### src/cache_tag_pkg.sv
// Shared geometry constants, address helpers and packed struct types for the cache tag subsystem
`default_nettype none

package cache_tag_pkg;

	localparam int NUM_WAYS = 4;
	localparam int WAY_BITS = 2;
	localparam int NUM_SETS = 16;
	localparam int SET_BITS = 4;
	localparam int TAG_BITS = 8;
	localparam int ADDR_BITS = 12;
	// Each set holds a root bit and one pair bit for each half of the ways
	localparam int LRU_BITS = 3;

	typedef logic [WAY_BITS-1:0] way_t;
	typedef logic [SET_BITS-1:0] set_t;
	typedef logic [TAG_BITS-1:0] tag_t;

	// One word of a tag way memory
	typedef struct packed {
		logic valid;
		tag_t tag;
	} tag_entry_t;

	typedef struct packed {
		logic                 is_store;
		logic [ADDR_BITS-1:0] addr;
	} lookup_req_t;

	// The evict fields only carry information on a miss
	typedef struct packed {
		logic hit;
		way_t way;
		logic evict_valid;
		logic evict_dirty;
		tag_t evict_tag;
	} lookup_resp_t;

	typedef struct packed {
		logic       enable;
		set_t       set;
		way_t       way;
		tag_entry_t entry;
		logic       dirty_enable;
		logic       dirty_value;
	} tag_write_t;

	typedef struct packed {
		logic enable;
		set_t set;
		way_t way;
	} lru_update_t;

	// The tag is the upper part of the address, the set index the lower part
	function automatic tag_t addr_tag(logic [ADDR_BITS-1:0] addr);
		return addr[ADDR_BITS-1 -: TAG_BITS];
	endfunction

	function automatic set_t addr_set(logic [ADDR_BITS-1:0] addr);
		return addr[SET_BITS-1:0];
	endfunction

endpackage

`default_nettype wire
### src/cache_tag_top.sv
// Top level of the cache tag subsystem, joining the request port, tag arrays, LRU and tag check
`default_nettype none

module cache_tag_top (
	input  wire logic                        clk,
	input  wire logic                        reset,
	input  wire logic                        req_i,
	input  wire cache_tag_pkg::lookup_req_t  req_data_i,
	output      logic                        ack_o,
	output      cache_tag_pkg::lookup_resp_t resp_o
);

	logic                                                   lookup_valid;
	cache_tag_pkg::lookup_req_t                             lookup;
	cache_tag_pkg::tag_entry_t [cache_tag_pkg::NUM_WAYS-1:0] entries;
	logic [cache_tag_pkg::NUM_WAYS-1:0]                     dirty;
	cache_tag_pkg::way_t                                    victim;
	logic                                                   resp_valid;
	cache_tag_pkg::lookup_resp_t                            resp;
	cache_tag_pkg::tag_write_t                              tag_write;
	cache_tag_pkg::lru_update_t                             lru_update;

	tag_req_port port_inst (
		.clk(clk),
		.reset(reset),
		.req_i(req_i),
		.req_data_i(req_data_i),
		.resp_valid_i(resp_valid),
		.resp_i(resp),
		.ack_o(ack_o),
		.resp_o(resp_o),
		.lookup_valid_o(lookup_valid),
		.lookup_o(lookup)
	);

	tag_way_array ways_inst (
		.clk(clk),
		.reset(reset),
		.rd_en_i(lookup_valid),
		.rd_set_i(cache_tag_pkg::addr_set(lookup.addr)),
		.write_i(tag_write),
		.entries_o(entries),
		.dirty_o(dirty)
	);

	lru_tracker lru_inst (
		.clk(clk),
		.reset(reset),
		.rd_en_i(lookup_valid),
		.rd_set_i(cache_tag_pkg::addr_set(lookup.addr)),
		.update_i(lru_update),
		.victim_o(victim)
	);

	tag_check check_inst (
		.clk(clk),
		.reset(reset),
		.lookup_valid_i(lookup_valid),
		.lookup_i(lookup),
		.entries_i(entries),
		.dirty_i(dirty),
		.victim_i(victim),
		.resp_valid_o(resp_valid),
		.resp_o(resp),
		.write_o(tag_write),
		.lru_o(lru_update)
	);

endmodule

`default_nettype wire

### src/tag_req_port.sv
// Four-phase req/ack front end that launches one lookup per handshake and holds its response
`default_nettype none

module tag_req_port (
	input  wire logic                        clk,
	input  wire logic                        reset,
	input  wire logic                        req_i,
	input  wire cache_tag_pkg::lookup_req_t  req_data_i,
	input  wire logic                        resp_valid_i,
	input  wire cache_tag_pkg::lookup_resp_t resp_i,
	output      logic                        ack_o,
	output      cache_tag_pkg::lookup_resp_t resp_o,
	output      logic                        lookup_valid_o,
	output      cache_tag_pkg::lookup_req_t  lookup_o
);

	typedef enum logic [1:0] {
		IDLE,
		BUSY,
		ACK
	} state_t;

	state_t state;
	logic   req_q;

	// req_i is registered once before the FSM acts on it
	always_ff @(posedge clk, posedge reset)
	begin
		if (reset)
		begin
			state <= IDLE;
			req_q <= 1'b0;
			ack_o <= 1'b0;
			lookup_valid_o <= 1'b0;
		end
		else
		begin
			req_q <= req_i;
			lookup_valid_o <= 1'b0;
			case (state)
				IDLE:
					if (req_q)
					begin
						lookup_valid_o <= 1'b1;
						state <= BUSY;
					end
				BUSY:
					if (resp_valid_i)
					begin
						ack_o <= 1'b1;
						state <= ACK;
					end
				ACK:
					if (!req_q)
					begin
						ack_o <= 1'b0;
						state <= IDLE;
					end
				default:
					state <= IDLE;
			endcase
		end
	end

	always_ff @(posedge clk)
	begin
		if (state == IDLE && req_q)
			lookup_o <= req_data_i;
		if (state == BUSY && resp_valid_i)
			resp_o <= resp_i;
	end

	// The tag pipeline answers only the lookup this port launched
	a_resp_while_busy: assert property (@(posedge clk) disable iff (reset)
		resp_valid_i |-> state == BUSY)
		else $error("tag_req_port got a response with no lookup pending");

endmodule

`default_nettype wire

### src/tag_check.sv
// Hit detection and victim selection, producing the response and the tag, dirty and LRU updates
`default_nettype none

module tag_check (
	input  wire logic                       clk,
	input  wire logic                       reset,
	input  wire logic                       lookup_valid_i,
	input  wire cache_tag_pkg::lookup_req_t lookup_i,
	input  wire cache_tag_pkg::tag_entry_t [cache_tag_pkg::NUM_WAYS-1:0] entries_i,
	input  wire logic [cache_tag_pkg::NUM_WAYS-1:0]                       dirty_i,
	input  wire cache_tag_pkg::way_t        victim_i,
	output      logic                       resp_valid_o,
	output      cache_tag_pkg::lookup_resp_t resp_o,
	output      cache_tag_pkg::tag_write_t  write_o,
	output      cache_tag_pkg::lru_update_t lru_o
);

	logic                               req_valid_q;
	cache_tag_pkg::lookup_req_t         req_q;
	cache_tag_pkg::tag_t                req_tag;
	cache_tag_pkg::set_t                req_set;
	logic [cache_tag_pkg::NUM_WAYS-1:0] hit_mask;
	logic                               hit;
	cache_tag_pkg::way_t                hit_way;
	cache_tag_pkg::way_t                use_way;

	// The request is held one cycle so it lines up with the memory read data
	always_ff @(posedge clk, posedge reset)
	begin
		if (reset)
			req_valid_q <= 1'b0;
		else
			req_valid_q <= lookup_valid_i;
	end

	always_ff @(posedge clk)
	begin
		if (lookup_valid_i)
			req_q <= lookup_i;
	end

	assign req_tag = cache_tag_pkg::addr_tag(req_q.addr);
	assign req_set = cache_tag_pkg::addr_set(req_q.addr);

	always_comb
	begin
		hit_way = '0;
		for (int w = 0; w < cache_tag_pkg::NUM_WAYS; w++)
		begin
			hit_mask[w] = entries_i[w].valid && entries_i[w].tag == req_tag;
			if (hit_mask[w])
				hit_way = cache_tag_pkg::way_t'(w);
		end
	end

	assign hit = |hit_mask;
	assign use_way = hit ? hit_way : victim_i;

	assign resp_valid_o = req_valid_q;
	assign resp_o.hit = hit;
	assign resp_o.way = use_way;
	assign resp_o.evict_valid = !hit && entries_i[victim_i].valid;
	assign resp_o.evict_dirty = !hit && dirty_i[victim_i];
	assign resp_o.evict_tag = hit ? '0 : entries_i[victim_i].tag;

	// A miss fills the victim, and the dirty bit follows the request type
	assign write_o.enable = req_valid_q && !hit;
	assign write_o.set = req_set;
	assign write_o.way = use_way;
	assign write_o.entry.valid = 1'b1;
	assign write_o.entry.tag = req_tag;
	assign write_o.dirty_enable = req_valid_q && (!hit || req_q.is_store);
	assign write_o.dirty_value = req_q.is_store;

	assign lru_o.enable = req_valid_q;
	assign lru_o.set = req_set;
	assign lru_o.way = use_way;

	// Fills only ever go to a way after a miss, so a tag lives in one way of a set
	a_single_hit: assert property (@(posedge clk) disable iff (reset)
		req_valid_q |-> $onehot0(hit_mask))
		else $error("tag_check found more than one matching way");

endmodule

`default_nettype wire

### src/lru_tracker.sv
// Tree pseudo-LRU state per set, giving a registered victim way and updated on every use
`default_nettype none

module lru_tracker (
	input  wire logic                       clk,
	input  wire logic                       reset,
	input  wire logic                       rd_en_i,
	input  wire cache_tag_pkg::set_t        rd_set_i,
	input  wire cache_tag_pkg::lru_update_t update_i,
	output      cache_tag_pkg::way_t        victim_o
);

	// Bit 0 is the root, bit 1 selects within ways 0-1, bit 2 within ways 2-3
	logic [cache_tag_pkg::LRU_BITS-1:0] tree [cache_tag_pkg::NUM_SETS];

	// Follow the pointers down to the least recently used way
	function automatic cache_tag_pkg::way_t pick_victim(logic [cache_tag_pkg::LRU_BITS-1:0] bits);
		if (bits[0])
			return {1'b1, bits[2]};
		else
			return {1'b0, bits[1]};
	endfunction

	always_ff @(posedge clk, posedge reset)
	begin
		if (reset)
		begin
			for (int s = 0; s < cache_tag_pkg::NUM_SETS; s++)
				tree[s] <= '0;
			victim_o <= '0;
		end
		else
		begin
			if (rd_en_i)
				victim_o <= pick_victim(tree[rd_set_i]);

			// Point the root at the other pair and the pair bit at the partner way
			if (update_i.enable)
			begin
				tree[update_i.set][0] <= !update_i.way[1];
				if (update_i.way[1])
					tree[update_i.set][2] <= !update_i.way[0];
				else
					tree[update_i.set][1] <= !update_i.way[0];
			end
		end
	end

endmodule

`default_nettype wire

### src/tag_way_array.sv
// Tag and dirty memories of all ways, read in parallel for one set and written one way at a time
`default_nettype none

module tag_way_array (
	input  wire logic                      clk,
	input  wire logic                      reset,
	input  wire logic                      rd_en_i,
	input  wire cache_tag_pkg::set_t       rd_set_i,
	input  wire cache_tag_pkg::tag_write_t write_i,
	output      cache_tag_pkg::tag_entry_t [cache_tag_pkg::NUM_WAYS-1:0] entries_o,
	output      logic [cache_tag_pkg::NUM_WAYS-1:0]                       dirty_o
);

	for (genvar w = 0; w < cache_tag_pkg::NUM_WAYS; w++)
	begin : g_way
		logic way_sel;

		assign way_sel = write_i.way == cache_tag_pkg::way_t'(w);

		tag_sram #(
			.entry_t(cache_tag_pkg::tag_entry_t),
			.DEPTH(cache_tag_pkg::NUM_SETS)
		) tag_mem (
			.clk(clk),
			.reset(reset),
			.rd_en_i(rd_en_i),
			.rd_addr_i(rd_set_i),
			.wr_en_i(write_i.enable && way_sel),
			.wr_addr_i(write_i.set),
			.wr_data_i(write_i.entry),
			.rd_data_o(entries_o[w])
		);

		// Dirty bits have their own enable so a store hit can mark a line without a fill
		tag_sram #(
			.entry_t(logic),
			.DEPTH(cache_tag_pkg::NUM_SETS)
		) dirty_mem (
			.clk(clk),
			.reset(reset),
			.rd_en_i(rd_en_i),
			.rd_addr_i(rd_set_i),
			.wr_en_i(write_i.dirty_enable && way_sel),
			.wr_addr_i(write_i.set),
			.wr_data_i(write_i.dirty_value),
			.rd_data_o(dirty_o[w])
		);
	end

endmodule

`default_nettype wire

### src/tag_sram.sv
// One-read one-write memory with a registered read port, used for tag words and dirty bits
`default_nettype none

module tag_sram #(
	parameter type entry_t = logic,
	parameter int DEPTH = 16
) (
	input  wire logic                 clk,
	input  wire logic                 reset,
	input  wire logic                 rd_en_i,
	input  wire cache_tag_pkg::set_t  rd_addr_i,
	input  wire logic                 wr_en_i,
	input  wire cache_tag_pkg::set_t  wr_addr_i,
	input  wire entry_t               wr_data_i,
	output      entry_t               rd_data_o
);

	entry_t mem [DEPTH];

	// Every word starts out cleared so that all lines are invalid and clean
	always_ff @(posedge clk, posedge reset)
	begin
		if (reset)
		begin
			for (int i = 0; i < DEPTH; i++)
				mem[i] <= '0;
			rd_data_o <= '0;
		end
		else
		begin
			if (wr_en_i)
				mem[wr_addr_i] <= wr_data_i;
			if (rd_en_i)
				rd_data_o <= mem[rd_addr_i];
		end
	end

	// The lookup pipeline reads a set one cycle before it writes it back
	a_no_rw_collision: assert property (@(posedge clk) disable iff (reset)
		!(rd_en_i && wr_en_i && rd_addr_i == wr_addr_i))
		else $error("tag_sram read and write of the same address in one cycle");

endmodule

`default_nettype wire

### config.mk
export PLATFORM = sky130hd
export DESIGN_NAME = cache_tag_top
export DESIGN_NICKNAME = d
export VERILOG_FILES = /design/src/cache_tag_pkg.sv /design/src/cache_tag_top.sv /design/src/tag_req_port.sv /design/src/tag_check.sv /design/src/lru_tracker.sv /design/src/tag_way_array.sv /design/src/tag_sram.sv
export SDC_FILE = /design/constraint.sdc
export NUM_CORES = 1
export LEC_CHECK = 0
export BUFFER_PORTS_ARGS = -buffer_cell sky130_fd_sc_hd__buf_4
export CAP_MARGIN = 10
export CORE_ASPECT_RATIO = 1.5
export CORE_UTILIZATION = 35
export CTS_CLUSTER_DIAMETER = 120
export DETAILED_ROUTE_END_ITERATION = 12
export HOLD_SLACK_MARGIN = 0.12
export REMOVE_ABC_BUFFERS = 1
export SETUP_SLACK_MARGIN = 0.4
export SLEW_MARGIN = 10
export SYNTH_ARGS = -nofsm -noshare
export SYNTH_HDL_FRONTEND = slang
export SYNTH_SLANG_ARGS = --single-unit
export TNS_END_PERCENT = 30
### constraint.sdc
create_clock -name clk -period 30 [get_ports clk]
set_clock_uncertainty 0.1 [all_clocks]
set_input_delay 1.5 -clock clk [delete_from_list [all_inputs] [get_ports clk]]
set_output_delay 1.5 -clock clk [all_outputs]
set_load 0.01 [all_outputs]
* Word-level counts from Yosys, hierarchy flattened
Cells that the tools add are included.
** Word-level totals
- Bits in registers :: 775
- Output and inout port bits :: 14
- Bits in writable memories :: 0
- ROM bits :: 0
- Latch bits :: 0
- Memories kept :: 0
- Input bits :: 16
- Word-level logic and storage cells :: 349
** Operators by class
- Reductions and logical operators :: 29
- Div/mod/pow operators :: 0
- Mux-type cells :: 67
- Equality and inequality tests :: 12
- Bitwise operators :: 2
- Shift-type cells :: 0
- Add/sub/neg operators :: 0
- Magnitude comparators :: 4
- Multiply operators :: 0
** Operators with widths (count)
- $bwmux W144 :: 4
- $bmux W9 S4 :: 4
- $bwmux W48 :: 3
- $mux W9 :: 10
- $bwmux W16 :: 4
- $mux W48 :: 1
- $demux W3 S4 :: 3
- $demux W9 S4 :: 1
- $eq A8 B8 Y1 :: 4
- $logic_and A1 B1 Y1 :: 19
- $bmux W9 S2 :: 1
- $bmux W1 S4 :: 4
- $mux W1 :: 16
- $mux W2 :: 8
- $bmux W3 S4 :: 1
- $ge A5 B5 Y1 const B :: 2
- $not A4 Y5 :: 2
- $mux W3 :: 3
- $eq A2 B2 Y1 const B :: 3
- $pmux W2 S3 :: 1
- $reduce_and A3 Y1 :: 2
- $lt A5 B1 Y1 const B :: 1
- $demux W1 S4 :: 1
- $eq A2 B1 Y1 const B :: 2
- other kinds (10) :: 14

* Depth between registers and ports, before layout
Gate-level depths: netlist of run 1.
- Depth after elaboration :: 10
- Depth in mapped cells :: 12
- Gate-level depth less buffers :: 8

* Cells and area by module
From an unflattened synthesis of run 1, not the netlist that was laid out.
** Second synthesis, totals
- Cell total of the unflattened synthesis :: 2380
- Area, all modules :: 36104.6 um2
** Modules (own cells, without submodules)
- tag_sram (ways_inst.g_way[0].tag_mem ...) :: times used 4, area an instance 6947.9 um2, cells an instance 430, sequential area each 3828.7 um2
- tag_sram (ways_inst.g_way[0].dirty_mem ...) :: times used 4, area an instance 885.8 um2, cells an instance 68, sequential area each 425.4 um2
- lru_tracker :: times used 1, area an instance 2469.9 um2, cells an instance 230, sequential area each 1251.2 um2
- tag_check :: times used 1, area an instance 1265.0 um2, cells an instance 107, sequential area each 415.4 um2
- tag_req_port :: times used 1, area an instance 972.2 um2, cells an instance 43, sequential area each 905.9 um2
- tag_way_array :: times used 1, area an instance 62.6 um2, cells an instance 8, sequential area each 0.0 um2

* Worst setup path after synthesis of run 1
No wires, ideal clock.
- Kind :: register -> register
- From :: register port_inst.lookup_o[0] in the netlist's numbering
- To :: register ways_inst.g_way[0].dirty_mem.rd_data_o
- Clock period less this slack :: 2.849 ns
- Setup time :: 0.125 ns
- Arrival :: 2.625 ns
- Path buffers :: 3
- Path slack :: 27.151 ns
- Data required time :: 29.775 ns
- Cell stages (with the launch flop) :: 7
- Cell sequence :: edfxtp_1 > buf_2 > buf_1 > buf_1 > mux4_2 > mux4_2 > mux2_2
** Between the ends
- Longest elaborated chain between the ends :: 4
** Ends and longest elaborated chain
- start, declared :: RTL line tag_req_port.sv:14 : output cache_tag_pkg::lookup_req_t lookup_o
- start signal, assigned :: RTL line tag_req_port.sv:68 : lookup_o <= req_data_i;
- $not A4 Y5 (not written as such) :: RTL line tag_sram.sv:34 : rd_data_o <= mem[rd_addr_i];
- $bmux W1 S4 :: RTL line tag_sram.sv:34
- $mux W1 (not written as such) (2 in series) :: RTL line tag_sram.sv:34
- end signal, assigned :: RTL line tag_sram.sv:34
- end, declared :: RTL line tag_sram.sv:15 : output entry_t rd_data_o
Every way passes these cells. The select of a mux whose other input is x is not followed.
A chain may end at the register's enable or synchronous reset.

* Final worst setup path of run 1
- From :: register port_inst.lookup_o[0] in the netlist's numbering
- To :: register ways_inst.g_way[2].tag_mem.rd_data_o[3] in the netlist's numbering
** Between the ends
- Longest elaborated chain between the ends :: 4
** Ends and longest elaborated chain (RTL line)
- $not A4 Y5 (not written as such) :: tag_sram.sv:34
- $bmux W9 S4 :: tag_sram.sv:34
- $mux W9 (not written as such) (2 in series) :: tag_sram.sv:34
- end signal, assigned :: tag_sram.sv:34
- end, declared :: tag_sram.sv:15
Every way passes these cells. The select of a mux whose other input is x is not followed.

==> results.toml, run 1 <==
[status]
run_status = "complete, no violations"

[synth]
netlist-cell-type-count = 44
synthFlopType = "dfrtp_1"
async_reset_ff_share_pct = 95.0
ys_ff_latch = 775
avgSynthCellArea_um2 = 15.5
synthCells = 2239
yosysSeqAreaShare_pct = 56.3
synth-warning-count = 0
syn_area_mm2 = 0.0348
synth_edf_count = 39

[sta]
worst_pin_slew_ns = 1.26
layout_min_cycle_time_ns = 4.15
setup_viol = 0
maxSlewViolCount = 0
finalHoldViolCount = 0
timing.final.ws_setup_ns = 25.85
timing.final.crit_share_pct = 13.8
rsz0062_at_grt = "false"
fmax_mhz = 241
maxSlewHeadroom_pct = 15.4
tns_ns = 0
holdWs_ns = 0.327

[clocking]
hold_buffers = 0
clock_latency_ns = 0.65
cts.clk_slew.worst_paths_ns = 0.06
cts-root-buf = "clkbuf_16"
cts_sinks = 775
numCtsBuffers = 75
cts_tree = "built"
cts_resized = 0
h-tree-depth = 3
clock_path_buffers = 3
cts_setup_buffers = 0

[power_and_ir_drop]
ir_drop_v = 0.0000488
power.total_mw = 3.23
power.density_mw_per_mm2 = 83.1
power_leakage_nw = 17.8

[final_layout]
fillCellCount = 8960
multiInputGateArea_mm2 = 0.0145
layout.nets = 2240
layout_commonest_cell = "dfrtp_1"
fin_area_mm2 = 0.0388
instances_no_fill = 3567
layout-drive-gt1-share_pct = 47.0
utilization_pct = 39.4
seq_area_mm2 = 0.0196
diodes = 0
layout_common_cells = "dfrtp_1, mux2_2, mux4_2, nand2_1"
area_delta_synth_final_pct = 11.6

[floorplanning]
ios = 30
fp-row-count = 141
die_h_um = 388
start_util_pct = 35.3
die_width_um = 259
die_area_mm2 = 0.101
core_mm2 = 0.0984

[critical_path]
arrival_ns = 4.57
slowest_delay_ns = 0.83
worstPathRequired_ns = 30.43
start_kind = "flip-flop"
crit_chain = "buf_12 > buf_4 > buf_4 > mux4_2 > mux4_2 > mux2_2"
endpoint_kind = "flip-flop"
cp_max_fo = 93
path_class = "flip-flop to flip-flop"
critical-path-slowest-cell = "buf_4"
reg2reg_setup_slack_ns = 25.85

[global_route]
grt_antenna_before_repair = 1
grt_max_degree = 147
first_global_vias = 21400
grt_overflow = 0
grt_usage_pct = 17.9
grt_pass1_wl_mm = 136

[route]
vias = 19500
vias_per_cell = 5.47
wirelength_mm = 87.5
post_drt_wl_per_cell_um = 24.5
antenna_left = 0
drc_errors = 0
drtIter0Drc = 1356
first_pass_iters = 6

[place]
gp_routability_congestion = 0.829
preCtsSetupSlack_ns = 25.30
place_inst = 3434
numPortBuffers = 29
place_area_mm2 = 0.0364
dp.final_hpwl_mm = 56.1

[min_path]
hold_path.class = "flip-flop to flip-flop"

[flow_run]
maxCapViolations = 0
## logic make-up after synthesis
| kind of cell | Yosys count | synth area share (%) |
|---|---|---|
| XOR/XNOR | 32 | 0.806 |
| AND/OR/NAND/NOR | 301 | 4.61 |
| AO/OA/AOI/OAI | 120 | 2.21 |
| buffers and inverters | 183 | 2.04 |
| multiplexers | 828 | 34.0 |
| flip-flops | 775 | 56.3 |
## per-layer routing
layer,wire (um),vias to the layer above,global-route usage [%]
met1,35000,10600,22.1
li1,-,8281,-
met3,3050,151,2.22
met2,46400,444,31.5
met5,0,-,0
met4,3100,0,7.45
## worst max-delay path: cells and delay by family, from the launching register on
family | cells | cell delay, ns
buf+inv | 3 | 2.08
flops | 1 | 0.38
mux | 3 | 1.37
## cell usage after synthesis, drive strengths merged, types with 32 or more instances
library cell | number | area (um^2)
mux4 | 222 | 5000
a41oi | 32 | 280
o21ai | 34 | 170
mux2 | 601 | 6770
nor2 | 34 | 163
clkbuf | 138 | 518
dfrtp | 736 | 18400
buf | 32 | 141
a21oi | 37 | 185
nand2 | 127 | 497
nand2b | 50 | 313
edfxtp | 39 | 1170
## final cells by class
class	instances	area share (%)
clock inverters	27	0.725
flip-flops and latches	775	50.5
well taps	1287	4.15
multi-input cells	1281	37.3
repair buffers	78	1.58
clock buffers	106	5.60
inverters	13	0.145
## power breakdown
| part | switching (mW) | internal [mW] |
|---|---|---|
| sequential | 0.153 | 1.32 |
| combinational | 0.397 | 0.405 |
| clock | 0.410 | 0.541 |
| total | 0.959 | 2.27 |
## flip-flops by register name, indices dropped and copies added (netlist names)
| name | count |
|---|---|
| lru_inst.tree | 48 |
| port_inst.resp_o | 13 |
| port_inst.lookup_o | 13 |
| check_inst.resp_valid_o | 1 |
| port_inst.ack_o | 1 |
| lru_inst.victim_o | 2 |
| port_inst.state | 2 |
| ways_inst.g_way.tag_mem.mem | 576 |
| check_inst.lru_o | 4 |
| ways_inst.g_way.tag_mem.rd_data_o | 36 |
| ways_inst.g_way.dirty_mem.mem | 64 |
| port_inst.lookup_valid_o | 1 |
| ways_inst.g_way.dirty_mem.rd_data_o | 4 |
| port_inst.req_q | 1 |
| check_inst.write_o | 9 |
## path summary, 6_finish.rpt
check | depth (start not counted) | end | start
max | 6 | ways_inst.g_way[2].tag_mem.rd_data_o[3]$_DFFE_PP0P_ | port_inst.lookup_o[0]$_DFFE_PP_
max reg2reg | 6 | ways_inst.g_way[2].tag_mem.rd_data_o[3]$_DFFE_PP0P_ | port_inst.lookup_o[0]$_DFFE_PP_
min | 0 | check_inst.write_o[9]$_DFFE_PP_ | port_inst.lookup_o[11]$_DFFE_PP_
min reg2reg | 0 | check_inst.write_o[9]$_DFFE_PP_ | port_inst.lookup_o[11]$_DFFE_PP_
max in group asynchronous | 4 | ways_inst.g_way[1].dirty_mem.mem[9]$_DFFE_PP0P_ | reset
min in group asynchronous | 2 | ways_inst.g_way[1].tag_mem.mem[49]$_DFFE_PP0P_ | reset
No activity file was read; power rests on OpenSTA's default activity.
==> run 2: changes to the inputs <==
- ABC_AREA: default -> 1
- clock period: 30 -> 4.2 ns (I/O delays scaled with it)
==> run 2 against run 1 <==
Net effect:
- final cell count grew 70%
- critical path depth grew 6
- largest cell class unchanged
- highest routed layer unchanged
- die area grew 8.4%
- combinational power grew to 13 times the previous value
- core utilization grew 0.53 points
- sequential share of layout area shrank 4.6 points
==> results.toml, run 2 <==
[route]
vias = 35100
post_drt_wl_per_cell_um = 22.5
vias_per_cell = 5.80
drtIter0Drc = 3737
antenna_left = 0
first_pass_iters = 8
wirelength_mm = 136
drc_errors = 0

[clocking]
cts_sinks = 775
cts-root-buf = "clkbuf_16"
h-tree-depth = 3
cts_tree = "built"
numCtsBuffers = 80
clock_path_buffers = 3
clock_latency_ns = 0.68
cts.clk_slew.worst_paths_ns = 0.07

[final_layout]
largest_register_ffs = 576
area_delta_synth_final_pct = 13.2
utilization_pct = 40.0
layout-drive-gt1-share_pct = 8.55
fin_area_mm2 = 0.0427
layout_commonest_cell = "nand2_1"
largest_registers = "ways_inst.g_way.tag_mem.mem x576, ways_inst.g_way.dirty_mem.mem x64, lru_inst.tree x48"
layout_common_cells = "nand2_1, dfrtp_1, nand4_1, o21ai_0, nor2_1"
layout.nets = 4592
diodes = 0
largest_register = "ways_inst.g_way.tag_mem.mem"

[synth]
synth_largest_area_cell = "dfrtp_1"
synth_top_cell_area_share_pct = 48.8
synth_edf_count = 39
yosysMostFrequentCell = "nand2_1"
avgSynthCellArea_um2 = 8.00
synthCells = 4712
ys_ff_latch = 775
async_reset_ff_share_pct = 95.0
synthTopCellsByArea = "dfrtp_1, nand2_1, nand4_1"
synth-warning-count = 0
netlist-cell-type-count = 33
yosysSeqAreaShare_pct = 51.9
syn_area_mm2 = 0.0377
synth_common_cells = "nand2_1, dfrtp_1, nand4_1"
synthFlopType = "dfrtp_1"

[critical_path]
crit_family = "simple AND/OR/NAND/NOR gates"
crit_top_cell = "nand2_1"
critical-path-slowest-cell = "edfxtp_1"
endpoint_kind = "flip-flop"
cp_max_fo = 88
crit_buf_inv = 2
arrival_ns = 4.12
worstPathRequired_ns = 4.66
start_kind = "flip-flop"
crit_start = "check_inst.write_o[2]$_DFFE_PP_"
timing.rr.start = "check_inst.write_o[2]$_DFFE_PP_"
path_class = "flip-flop to flip-flop"
slowest_delay_ns = 0.75
crit_chain = "inv_2 > nand2_1 > nand3_1 > nor2_1 > nand3_1 > a21oi_2 > nand2_4 > nor2_4 > buf_12 > nand3_2 > nand2_1 > nand2_1"

[sta]
timing.final.crit_share_pct = 87.1
setup_viol = 0
worst_pin_slew_ns = 1.01
finalHoldViolCount = 0
maxSlewHeadroom_pct = 32.0
layout_min_cycle_time_ns = 3.66
timing.final.ws_setup_ns = 0.544
rsz0062_at_grt = "true"
maxSlewViolCount = 0
tns_ns = 0
fmax_mhz = 274

[power_and_ir_drop]
p_seq_share_pct = 39.9
pwr-share-comb_pct = 34.3
pwr-share-clk_pct = 25.7
p_int_mw = 17.5
p_sw_mw = 12.3
power_leakage_nw = 20.7
power.density_mw_per_mm2 = 698
ir_drop_v = 0.000359
p_sw_share_pct = 41.2

[global_route]
grt_pass1_wl_mm = 210
grt_usage_pct = 24.7
grt_antenna_before_repair = 0
first_global_vias = 33800
grt_max_degree = 155
grt_overflow = 0

[place]
place_area_mm2 = 0.0396
preCtsSetupSlack_ns = 0.455
dp.final_hpwl_mm = 81.9
numPortBuffers = 29
gp_routability_congestion = 0.971

[floorplanning]
die_area_mm2 = 0.109
start_util_pct = 35.3
core_mm2 = 0.107
die_width_um = 270
die_h_um = 404
ios = 30
fp-row-count = 147

[flow_run]
maxCapViolations = 0

[status]
run_status = "complete, no violations"

[min_path]
hold_path.class = "primary input to async pin"
==> run 2: cell types whose count changed in the layout (fill, tap and decap cells not counted), sizes merged, moves of 120 or more <==
cell and delta:
nand3 +238, nand2 +1266, mux2 -601, inv +120, nand4 +497, nor2 +417
o21ai +401, mux4 -222
==> run 2: cell type report <==
class | instances | area, um^2
inverter | 137 | 543
tap | 1415 | 1770
multi-input combinational | 3366 | 16000
fill | 10800 | 64200
clock buffer | 109 | 2260
clock inverter | 38 | 509
sequential | 775 | 19600
timing repair buffer | 216 | 1990
==> run 2: power by group through the flow <==
| stage | combinational, mW | sequential (mW) | clock (mW) |
|---|---|---|---|
| final | 10.2 | 11.9 | 7.67 |
| after global routing | 11.2 | 12.2 | 8.05 |
| after CTS | 10.1 | 11.8 | 7.79 |
| after detailed placement | 10.0 | 11.9 | 0 |
| after global placement | 9.95 | 11.9 | 0 |
| after floorplan | 5.96 | 11.8 | 0 |
==> run 2: metal layers <==
metal	track usage, %	up-vias	routed length (um)	part of all wire (%)
met5	0	-	0	0
met4	16.2	0	9510	7.0
met3	2.89	320	8420	6.2
met2	39.6	1468	64000	47
met1	31.4	17400	54200	40
li1	-	15900	-	-
==> run 2: final timing paths <==
kind / cells past startpoint / endpoint / slack [ns]
setup / recovery: 12 / ways_inst.g_way[0].tag_mem.mem[28]$_DFFE_PP0P_ / 0.54
hold / removal: 3 / ways_inst.g_way[2].tag_mem.mem[120]$_DFFE_PP0P_ / 0.14
setup reg to reg: 12 / ways_inst.g_way[0].tag_mem.mem[28]$_DFFE_PP0P_ / 0.54
hold reg to reg: 0 / check_inst.write_o[0]$_DFFE_PP_ / 0.33
max in group asynchronous: 4 / ways_inst.g_way[3].tag_mem.mem[64]$_DFFE_PP0P_ / 2.69
min in group clk: 2 / port_inst.lookup_o[7]$_DFFE_PP_ / 0.16
==> run 2: what timing repair did <==
action                                 CTS  global route
setup endpoints to repair                0           187
setup buffers                            0             9
hold buffers                            26             0
endpoints found under the hold margin   94             0
resized for setup                        0             0
==> run 2: cell families after synthesis <==
logic type | after synthesis | share of synthesized area, %
buffers and inverters | 571 | 5.97
DFF | 775 | 51.9
xor gates and xnor gates | 6 | 0.139
and+or+nand+nor | 2618 | 30.7
AOI/OAI and AO/OA | 742 | 11.3
==> run 2: worst reg2reg max path, cell delays in order, from the launching register on <==
cell and delay, ns:
edfxtp_1 0.75, inv_2 0.20, nand2_1 0.13, nand3_1 0.08, nor2_1 0.10, nand3_1 0.14
a21oi_2 0.44, nand2_4 0.33, nor2_4 0.28, buf_12 0.38, nand3_2 0.40, nand2_1 0.14
nand2_1 0.06
==> run 2: metrics by stage <==
step | cells | hold WS, ns | power (mW)
floorplan | 4278 | 0.141 | 17.8
global placement | 5874 | 0.221 | 21.9
detailed placement | 5874 | 0.229 | 22.0
CTS | 6047 | 0.122 | 29.7
global route | 6056 | 0.149 | 31.4
finish | 6056 | 0.142 | 29.8
